<file path="config.mk">
export PLATFORM = sky130hd
export DESIGN_NAME = hangmanTop
export DESIGN_NICKNAME = d
export VERILOG_FILES = /design/src/hangmanPkg.sv /design/src/apbRegs.sv /design/src/gameControl.sv /design/src/letterMatch.sv /design/src/scoreKeeper.sv /design/src/hangmanTop.sv
export SDC_FILE = /design/constraint.sdc
export NUM_CORES = 1
export LEC_CHECK = 0
export BUFFER_PORTS_ARGS = -buffer_cell sky130_fd_sc_hd__buf_2
export CAP_MARGIN = 20
export CORE_ASPECT_RATIO = 1.5
export CORE_UTILIZATION = 59
export CTS_CLUSTER_SIZE = 10
export DETAILED_ROUTE_END_ITERATION = 8
export PLACE_DENSITY = 0.95
export SLEW_MARGIN = 20
export SYNTH_ARGS = -nofsm -noshare
export SYNTH_HDL_FRONTEND = slang
export SYNTH_SLANG_ARGS = --single-unit
</file>
<file path="constraint.sdc">
create_clock -name clk -period 9.5 [get_ports clk]
set_clock_uncertainty 0.15 [all_clocks]
set_input_delay 0.475 -clock clk [delete_from_list [all_inputs] [get_ports clk]]
set_output_delay 0.475 -clock clk [all_outputs]
set_load 0.02 [all_outputs]
</file>
<file path="src/hangmanPkg.sv">
// ~~~~~~~~~~~~~~~~~~~~
// shared constants for the hangman game core
// word geometry, APB register map,
// status word layout and round FSM states
// ~~~~~~~~~~~~~~~~~~~~

package hangmanPkg;

    // word geometry
    localparam int letterCount = 5;
    localparam int letterWidth = 8;
    localparam int mistakeWidth = 3;

    // APB byte offsets
    localparam logic [7:0] addrWordLo = 8'h00;
    localparam logic [7:0] addrWordHi = 8'h04;
    localparam logic [7:0] addrCtrl = 8'h08;
    localparam logic [7:0] addrGuess = 8'h0C;
    localparam logic [7:0] addrStatus = 8'h10;

    // single-bit status flags
    localparam int statusBusy = 0;
    localparam int statusReady = 1;
    localparam int statusWin = 2;
    localparam int statusLose = 3;
    localparam int statusMiss = 4;

    // multi-bit status fields, lsb positions
    localparam int statusHitsLsb = 8;
    localparam int statusMistakesLsb = 12;
    localparam int statusRevealLsb = 16;

    // round FSM
    typedef enum logic [2:0] {
        setup = 3'd0,
        scan = 3'd1,
        update = 3'd2,
        waitGuess = 3'd3,
        over = 3'd4
    } gameState;

endpackage

</file>
<file path="src/apbRegs.sv">
// ~~~~~~~~~~~~~~~~~~~~
// APB slave for the game core
// write strobes for word, start and guess,
// refusal through pslverr, status readback
// ~~~~~~~~~~~~~~~~~~~~

`timescale 1ns/1ps

module apbRegs (
    input  logic clk,
    input  logic nRst,
    input  logic psel,
    input  logic penable,
    input  logic pwrite,
    input  logic [7:0] paddr,
    input  logic [31:0] pwdata,
    input  logic busy,
    input  logic ready,
    input  logic playing,
    input  logic [hangmanPkg::letterCount-1:0] reveal,
    input  logic [hangmanPkg::mistakeWidth-1:0] hits,
    input  logic [hangmanPkg::mistakeWidth-1:0] mistakes,
    input  logic lastMiss,
    input  logic win,
    input  logic lose,
    output logic [31:0] prdata,
    output logic pready,
    output logic pslverr,
    output logic wordWrLo,
    output logic wordWrHi,
    output logic [31:0] wordData,
    output logic startWr,
    output logic guessWr,
    output logic [hangmanPkg::letterWidth-1:0] guessData
);
    import hangmanPkg::*;

    logic wrAccess;
    logic selWordLo;
    logic selWordHi;
    logic selCtrl;
    logic selGuess;
    logic refuse;
    logic [31:0] wordLoCopy;
    logic [letterWidth-1:0] wordHiCopy;
    logic [31:0] statusWord;

    // zero wait states, transfer completes in the access phase
    assign pready = 1'b1;
    assign wrAccess = psel && penable && pwrite;

    assign selWordLo = (paddr == addrWordLo);
    assign selWordHi = (paddr == addrWordHi);
    assign selCtrl = (paddr == addrCtrl);
    assign selGuess = (paddr == addrGuess);

    // word and start only between rounds, guesses only when ready
    assign refuse = ((selWordLo || selWordHi || selCtrl) && playing)
                  || (selGuess && !ready);
    assign pslverr = wrAccess && refuse;

    assign wordWrLo = wrAccess && selWordLo && !refuse;
    assign wordWrHi = wrAccess && selWordHi && !refuse;
    // bit 0 of the control register is the start bit
    assign startWr = wrAccess && selCtrl && pwdata[0] && !refuse;
    assign guessWr = wrAccess && selGuess && !refuse;

    assign wordData = pwdata;
    assign guessData = pwdata[letterWidth-1:0];

    // readback copy of the secret word
    always_ff @(posedge clk) begin
        if (wordWrLo) begin
            wordLoCopy <= pwdata;
        end
        if (wordWrHi) begin
            wordHiCopy <= pwdata[letterWidth-1:0];
        end
    end

    always_comb begin
        statusWord = '0;
        statusWord[statusBusy] = busy;
        statusWord[statusReady] = ready;
        statusWord[statusWin] = win;
        statusWord[statusLose] = lose;
        statusWord[statusMiss] = lastMiss;
        statusWord[statusHitsLsb +: mistakeWidth] = hits;
        statusWord[statusMistakesLsb +: mistakeWidth] = mistakes;
        statusWord[statusRevealLsb +: letterCount] = reveal;
    end

    // read mux, unmapped offsets read as zero
    always_comb begin
        case (paddr)
            addrWordLo: prdata = wordLoCopy;
            addrWordHi: prdata = {{(32 - letterWidth){1'b0}}, wordHiCopy};
            addrStatus: prdata = statusWord;
            default: prdata = '0;
        endcase
    end

endmodule

</file>
<file path="src/gameControl.sv">
// ~~~~~~~~~~~~~~~~~~~~
// round FSM
// start, letter scan, score commit,
// end of round detection
// ~~~~~~~~~~~~~~~~~~~~

`timescale 1ns/1ps

module gameControl (
    input  logic clk,
    input  logic nRst,
    input  logic startWr,
    input  logic guessWr,
    input  logic win,
    input  logic lose,
    output logic [2:0] scanIndex,
    output logic scanEn,
    output logic hitValid,
    output logic clearScore,
    output logic commit,
    output logic busy,
    output logic ready,
    output logic playing
);
    import hangmanPkg::*;

    localparam logic [2:0] lastIndex = 3'(letterCount - 1);

    gameState state;
    gameState nextState;
    logic roundEnded;

    // score flags are already settled when the FSM is back in waitGuess
    assign roundEnded = win || lose;

    always_ff @(posedge clk, negedge nRst) begin
        if (!nRst) begin
            state <= setup;
            scanIndex <= '0;
            hitValid <= 1'b0;
            busy <= 1'b0;
        end else begin
            state <= nextState;
            // compare result lands one cycle after its index
            hitValid <= scanEn;
            if (state == scan) begin
                scanIndex <= scanIndex + 3'd1;
            end else begin
                scanIndex <= '0;
            end
            // set on an accepted guess, dropped once back in waitGuess
            if (state == waitGuess) begin
                busy <= guessWr && !roundEnded;
            end
        end
    end

    always_comb begin
        nextState = state;
        case (state)
            setup: begin
                if (startWr) begin
                    nextState = waitGuess;
                end
            end
            waitGuess: begin
                if (roundEnded) begin
                    nextState = over;
                end else if (guessWr) begin
                    nextState = scan;
                end
            end
            scan: begin
                if (scanIndex == lastIndex) begin
                    nextState = update;
                end
            end
            update: begin
                nextState = waitGuess;
            end
            over: begin
                if (startWr) begin
                    nextState = waitGuess;
                end
            end
            default: begin
                nextState = setup;
            end
        endcase
    end

    assign scanEn = (state == scan);
    assign commit = (state == update);
    assign clearScore = startWr && ((state == setup) || (state == over));
    assign ready = (state == waitGuess) && !busy;
    // a round runs from start until win or lose
    assign playing = (state == waitGuess) || (state == scan) || (state == update);

endmodule

</file>
<file path="src/letterMatch.sv">
// ~~~~~~~~~~~~~~~~~~~~
// secret word and guess storage
// registered per-position compare
// ~~~~~~~~~~~~~~~~~~~~

`timescale 1ns/1ps

module letterMatch (
    input  logic clk,
    input  logic nRst,
    input  logic wordWrLo,
    input  logic wordWrHi,
    input  logic [31:0] wordData,
    input  logic guessWr,
    input  logic [hangmanPkg::letterWidth-1:0] guessData,
    input  logic [2:0] scanIndex,
    input  logic scanEn,
    output logic hit
);
    import hangmanPkg::*;

    logic [letterWidth-1:0] letters [letterCount];
    logic [letterWidth-1:0] guessReg;

    // letter 0 sits in the low byte of the low word
    always_ff @(posedge clk) begin
        if (wordWrLo) begin
            for (int i = 0; i < 4; i++) begin
                letters[i] <= wordData[i*letterWidth +: letterWidth];
            end
        end
        if (wordWrHi) begin
            letters[4] <= wordData[letterWidth-1:0];
        end
        if (guessWr) begin
            guessReg <= guessData;
        end
    end

    // one position per cycle while scanning
    always_ff @(posedge clk, negedge nRst) begin
        if (!nRst) begin
            hit <= 1'b0;
        end else if (scanEn) begin
            hit <= (letters[scanIndex] == guessReg);
        end else begin
            hit <= 1'b0;
        end
    end

endmodule

</file>
<file path="src/scoreKeeper.sv">
// ~~~~~~~~~~~~~~~~~~~~
// score state for one round
// revealed mask, hit and mistake counters,
// win and lose flags
// ~~~~~~~~~~~~~~~~~~~~

`timescale 1ns/1ps

module scoreKeeper #(
    parameter int maxMistakes = 6
) (
    input  logic clk,
    input  logic nRst,
    input  logic clearScore,
    input  logic hitValid,
    input  logic hit,
    input  logic [2:0] scanIndex,
    input  logic commit,
    output logic [hangmanPkg::letterCount-1:0] reveal,
    output logic [hangmanPkg::mistakeWidth-1:0] hits,
    output logic [hangmanPkg::mistakeWidth-1:0] mistakes,
    output logic lastMiss,
    output logic win,
    output logic lose
);
    import hangmanPkg::*;

    logic [2:0] hitIndex;
    logic [letterCount-1:0] pendMask;
    logic [letterCount-1:0] maskNext;
    logic [mistakeWidth-1:0] pendCount;
    logic [mistakeWidth-1:0] countNext;
    logic [mistakeWidth:0] hitSum;
    logic [mistakeWidth-1:0] mistakesNext;
    logic [letterCount-1:0] revealNext;
    logic winNext;

    // index of the position whose compare arrives this cycle
    always_ff @(posedge clk) begin
        hitIndex <= scanIndex;
    end

    // last position scores in the same cycle as commit
    always_comb begin
        maskNext = pendMask;
        countNext = pendCount;
        if (hitValid && hit) begin
            maskNext[hitIndex] = 1'b1;
            countNext = pendCount + 1'b1;
        end
        hitSum = hits + countNext;
        mistakesNext = (countNext == '0) ? mistakes + 1'b1 : mistakes;
        revealNext = reveal | maskNext;
        winNext = &revealNext;
    end

    always_ff @(posedge clk, negedge nRst) begin
        if (!nRst) begin
            pendMask <= '0;
            pendCount <= '0;
            reveal <= '0;
            hits <= '0;
            mistakes <= '0;
            lastMiss <= 1'b0;
            win <= 1'b0;
            lose <= 1'b0;
        end else if (clearScore) begin
            pendMask <= '0;
            pendCount <= '0;
            reveal <= '0;
            hits <= '0;
            mistakes <= '0;
            lastMiss <= 1'b0;
            win <= 1'b0;
            lose <= 1'b0;
        end else if (commit) begin
            pendMask <= '0;
            pendCount <= '0;
            reveal <= revealNext;
            // hit counter saturates at 7
            hits <= hitSum[mistakeWidth] ? '1 : hitSum[mistakeWidth-1:0];
            mistakes <= mistakesNext;
            lastMiss <= (countNext == '0);
            // flags stick until the next start
            win <= win || winNext;
            lose <= lose || (!winNext && (int'(mistakesNext) >= maxMistakes));
        end else begin
            pendMask <= maskNext;
            pendCount <= countNext;
        end
    end

endmodule

</file>
<file path="src/hangmanTop.sv">
// ~~~~~~~~~~~~~~~~~~~~
// top level of the game core
// APB slave, round FSM, compare, score
// ~~~~~~~~~~~~~~~~~~~~

`timescale 1ns/1ps

module hangmanTop #(
    parameter int maxMistakes = 6
) (
    input  logic clk,
    input  logic nRst,
    input  logic psel,
    input  logic penable,
    input  logic pwrite,
    input  logic [7:0] paddr,
    input  logic [31:0] pwdata,
    output logic [31:0] prdata,
    output logic pready,
    output logic pslverr
);
    import hangmanPkg::*;

    // register strobes
    logic wordWrLo;
    logic wordWrHi;
    logic [31:0] wordData;
    logic startWr;
    logic guessWr;
    logic [letterWidth-1:0] guessData;

    // FSM control
    logic [2:0] scanIndex;
    logic scanEn;
    logic hitValid;
    logic clearScore;
    logic commit;
    logic busy;
    logic ready;
    logic playing;
    logic hit;

    // score
    logic [letterCount-1:0] reveal;
    logic [mistakeWidth-1:0] hits;
    logic [mistakeWidth-1:0] mistakes;
    logic lastMiss;
    logic win;
    logic lose;

    apbRegs i_apbRegs (
        .clk(clk), .nRst(nRst), .psel(psel), .penable(penable), .pwrite(pwrite),
        .paddr(paddr), .pwdata(pwdata), .busy(busy), .ready(ready), .playing(playing),
        .reveal(reveal), .hits(hits), .mistakes(mistakes), .lastMiss(lastMiss),
        .win(win), .lose(lose), .prdata(prdata), .pready(pready), .pslverr(pslverr),
        .wordWrLo(wordWrLo), .wordWrHi(wordWrHi), .wordData(wordData),
        .startWr(startWr), .guessWr(guessWr), .guessData(guessData)
    );

    gameControl i_gameControl (
        .clk(clk), .nRst(nRst), .startWr(startWr), .guessWr(guessWr),
        .win(win), .lose(lose), .scanIndex(scanIndex), .scanEn(scanEn),
        .hitValid(hitValid), .clearScore(clearScore), .commit(commit),
        .busy(busy), .ready(ready), .playing(playing)
    );

    letterMatch i_letterMatch (
        .clk(clk), .nRst(nRst), .wordWrLo(wordWrLo), .wordWrHi(wordWrHi),
        .wordData(wordData), .guessWr(guessWr), .guessData(guessData),
        .scanIndex(scanIndex), .scanEn(scanEn), .hit(hit)
    );

    scoreKeeper #(
        .maxMistakes(maxMistakes)
    ) i_scoreKeeper (
        .clk(clk), .nRst(nRst), .clearScore(clearScore), .hitValid(hitValid),
        .hit(hit), .scanIndex(scanIndex), .commit(commit), .reveal(reveal),
        .hits(hits), .mistakes(mistakes), .lastMiss(lastMiss), .win(win), .lose(lose)
    );

endmodule

</file>
==> results.yml <==
clocking:
  clockRootBuffer: "clkbuf_8"
  cts_buffers: 9
  cts_tree: "done"
  ctsHoldBuffers: 0
  post_cts_resized: 0
  clock_path_buffers: 2
  post_cts_buffers: 0
  clkTransAtPathRegs_ns: 0.07
  insertion_delay_ns: 0.36
  cts_sinks: 82
  ctsHtreeMaxLevel: 3
setup_path:
  r2r_slack_ns: 7.10
  critical-path-slowest-cell: "nor2_1"
  crit_fanout: 18
  cpPeakStageDelay_ns: 0.65
  crit_chain: "buf_2, nor3_2, nand3_1, buf_4, nor2_1, a22o_1, buf_2"
  cp-start-kind: "primary input"
  crit_arrival_ns: 2.33
  r2r_end: "i_letterMatch.hit"
  crit_top_cell: "buf_2"
  critPathCapture: "prdata[6]"
  timing.rr.start: "i_gameControl.scanIndex[1]"
  critPathCaptureType: "output pin"
  crit_type: "primary input to output pin"
  worst_r2r_path_depth: 5
  cp.required_ns: 8.88
  crit_path_start: "paddr[1]"
floorplan:
  ioPinCount: 79
  die_h_um: 103
  num_rows: 36
  dieArea_sq_um: 7200
  core-area_sq_um: 6580
  start_util_pct: 61.6
  die_x_um: 69.6
placement:
  place_area_sq_um: 4480
  hpwlAfterDp_um: 6640
  gp_congestion: 0.897
  io_buffers: 77
logic_synthesis:
  synth_compound_area_share_pct: 8.71
  synth_top_family_by_area: "simple AND/OR/NAND/NOR gates"
  synth_xor_area_share_pct: 5.41
  yosys.area.top_type_share_pct: 35.6
  synth_nets: 388
  synth_edf_count: 48
  syn_area_sq_um: 4050
  ys.flop_type: "edfxtp_1"
  ys_top_cells_by_count: "49 x nor2_1, 48 x edfxtp_1, 31 x dfrtp_1"
  synthCells: 335
  avgSynthCellArea_sq_um: 12.1
  seq_area_frac_synth_pct: 56.2
  synth-async-reset-ratio_pct: 37.8
  synthMuxAreaShare_pct: 9.46
  synth.largest_area_cell: "edfxtp_1"
  synth_simple_gate_area_share_pct: 15.0
  synth_warnings: 0
  synth.most_common_cell: "nor2_1"
  synth_seq_cells: 82
  yosys.cell_types.count: 59
  yosys.area_share.adder_pct: 2.66
  yosys-top-cells-area: "edfxtp_1 36%, dfrtp_1 19%, mux2i_1 7.4%"
run_status:
  status: "finished, final reports clean"
timing:
  finalCritPeriodShare_pct: 31.1
  tightest_slew_ns: 0.904
  setup_viol: 0
  hold_viol: 0
  max-slew-margin-rel_pct: 39.5
  rsz0062_at_grt: "no"
  hold_ws_ns: 0.00222
  fin_crit_ns: 2.95
  maxSlewViolCount: 0
  fmax_ghz: 0.339
  setup-tns-final_ns: 0
power:
  p_clk_share_pct: 29.6
  pwr-share-seq_pct: 58.5
  switching_power_mw: 0.185
  power_density_nw_per_um2: 153
  p_leak_nw: 1.93
  ir_drop_uv: 131
  report.power.total_mw: 0.709
  power_frac_comb_pct: 12.0
  swShare_pct: 26.1
  p_int_mw: 0.524
finish:
  drive_above_1_share_pct: 26.1
  area_growth_pct: 14.6
  diodes: 0
  fin_area_sq_um: 4640
  fin_nets: 466
flow_run:
  drv_cap: 0
hold_path:
  min_path_type: "primary input to asynchronous set/reset pin"
detailed_routing:
  firstDrtPassIters: 4
  drtAntennaViolNets: 0
  post_drt_wl_per_cell_um: 18.1
  viasPerCell: 6.00
  drt_iter0_drc: 177
  wl_um: 8920
  vias: 2966
  drc: 0
global_routing:
  grt_overflow: 0
  grt_start_max_net_pins: 33
  grt_pass1_vias: 3000
  track_usage_pct: 26.5
  antenna_found_initial: 0
  grt_first_pass_wirelength_um: 14200
[cell usage in the layout (no fill, tap or decap), types with 2 or more instances in the layout]
| master | synthesis | final |
|---|---|---|
| a21oi_1 | 10 | 10 |
| clkbuf_8 | 0 | 9 |
| nor2_1 | 49 | 49 |
| o21ai_0 | 12 | 12 |
| mux4_2 | 2 | 2 |
| ha_1 | 7 | 7 |
| dfrtp_1 | 31 | 31 |
| and3_1 | 2 | 2 |
| nand3b_1 | 2 | 2 |
| mux2i_1 | 30 | 30 |
| dfxtp_1 | 3 | 3 |
| buf_4 | 2 | 2 |
| a22oi_1 | 7 | 7 |
| clkinv_2 | 0 | 2 |
| nor2b_1 | 7 | 7 |
| o22ai_1 | 4 | 4 |
| nor3b_2 | 2 | 2 |
| clkinv_1 | 0 | 2 |
| nand3_1 | 2 | 2 |
| nor3_2 | 1 | 2 |
| buf_2 | 3 | 77 |
| nor4_1 | 2 | 2 |
| nand2_1 | 17 | 17 |
| or2_2 | 4 | 4 |
| and4_1 | 2 | 2 |
| edfxtp_1 | 48 | 48 |
| inv_1 | 7 | 7 |
| a22o_1 | 4 | 4 |
| xnor2_1 | 12 | 12 |
| xor2_1 | 13 | 13 |
| and2_1 | 15 | 15 |
[metrics by stage]
stage          utilization [%]  setup WS, ns  cells
6_report                  70.5          6.55    494
5_1_grt                   70.5          6.39    494
4_1_cts                   70.5          6.55    494
3_5_place_dp              68.1          6.57    478
3_3_place_gp              68.1          6.68    478
2_1_floorplan                -          5.66    335
[routing by layer]
layer  vias up  GRT usage, %  share of wire, %
met5         -             0                 0
met4         0          17.7               3.8
met3        27          5.33               4.7
met2       115          49.1                56
met1      1461          27.4                36
li1       1363             -                 -
[registers in the layout, summed over array words and instances, names as in the netlist, 3 cells and up]
signal and flops:
i_letterMatch.guessReg 8, i_gameControl.state 3, i_scoreKeeper.pendCount 3, i_gameControl.scanIndex 3
i_scoreKeeper.mistakes 3, i_scoreKeeper.hitIndex 3, i_letterMatch.letters 9, i_scoreKeeper.reveal 5
i_scoreKeeper.hits 3, i_apbRegs.wordLoCopy 31, i_scoreKeeper.pendMask 5
[worst max-delay path, delay by kind of cell]
family	cells	cell delay [ns]
and+or+nand+nor	3	1.05
AOI/OAI and AO/OA	1	0.29
buffers and inverters	3	0.50
[how the worst min path moves through the flow]
stage,start,to,slack [ns],cells after the start
floorplan,nRst,i_gameControl.busy,0.03,0
global placement,i_scoreKeeper.pendMask[1],i_scoreKeeper.pendMask[1],0.33,2
detailed placement,i_scoreKeeper.pendMask[3],i_scoreKeeper.pendMask[3],0.36,2
CTS,nRst,i_scoreKeeper.mistakes[1],0.008,1
global route,nRst,i_gameControl.scanIndex[2],0.04,1
finish,nRst,i_scoreKeeper.hits[2],0.002,1
[power groups by stage]
stage	Clock (mW)	Sequential [mW]	Combinational [mW]
6_report	0.210	0.415	0.0848
5_1_grt	0.226	0.417	0.0952
4_1_cts	0.214	0.414	0.0850
3_5_place_dp	0	0.422	0.0842
3_3_place_gp	0	0.420	0.0789
2_1_floorplan	0	0.414	0.0619
[cell type report]
class                      count  area [sq um]
tap                           76          95.1
inverter                       7          26.3
sequential                    82          2280
fill                         448          1940
clock inverter                 6          33.8
multi-input combinational    234          1680
timing repair buffer          79           400
clock buffer                  10           128
[kinds of logic after synthesis]
family | after synthesis
multiplexers | 34
buffers and inverters | 19
adder cells (fa/ha/maj) | 8
XOR/XNOR | 25
AO/OA/AOI/OAI | 52
AND/OR/NAND/NOR | 114
other | 1
flip-flops | 82
(Power assumes the default switching activity.)
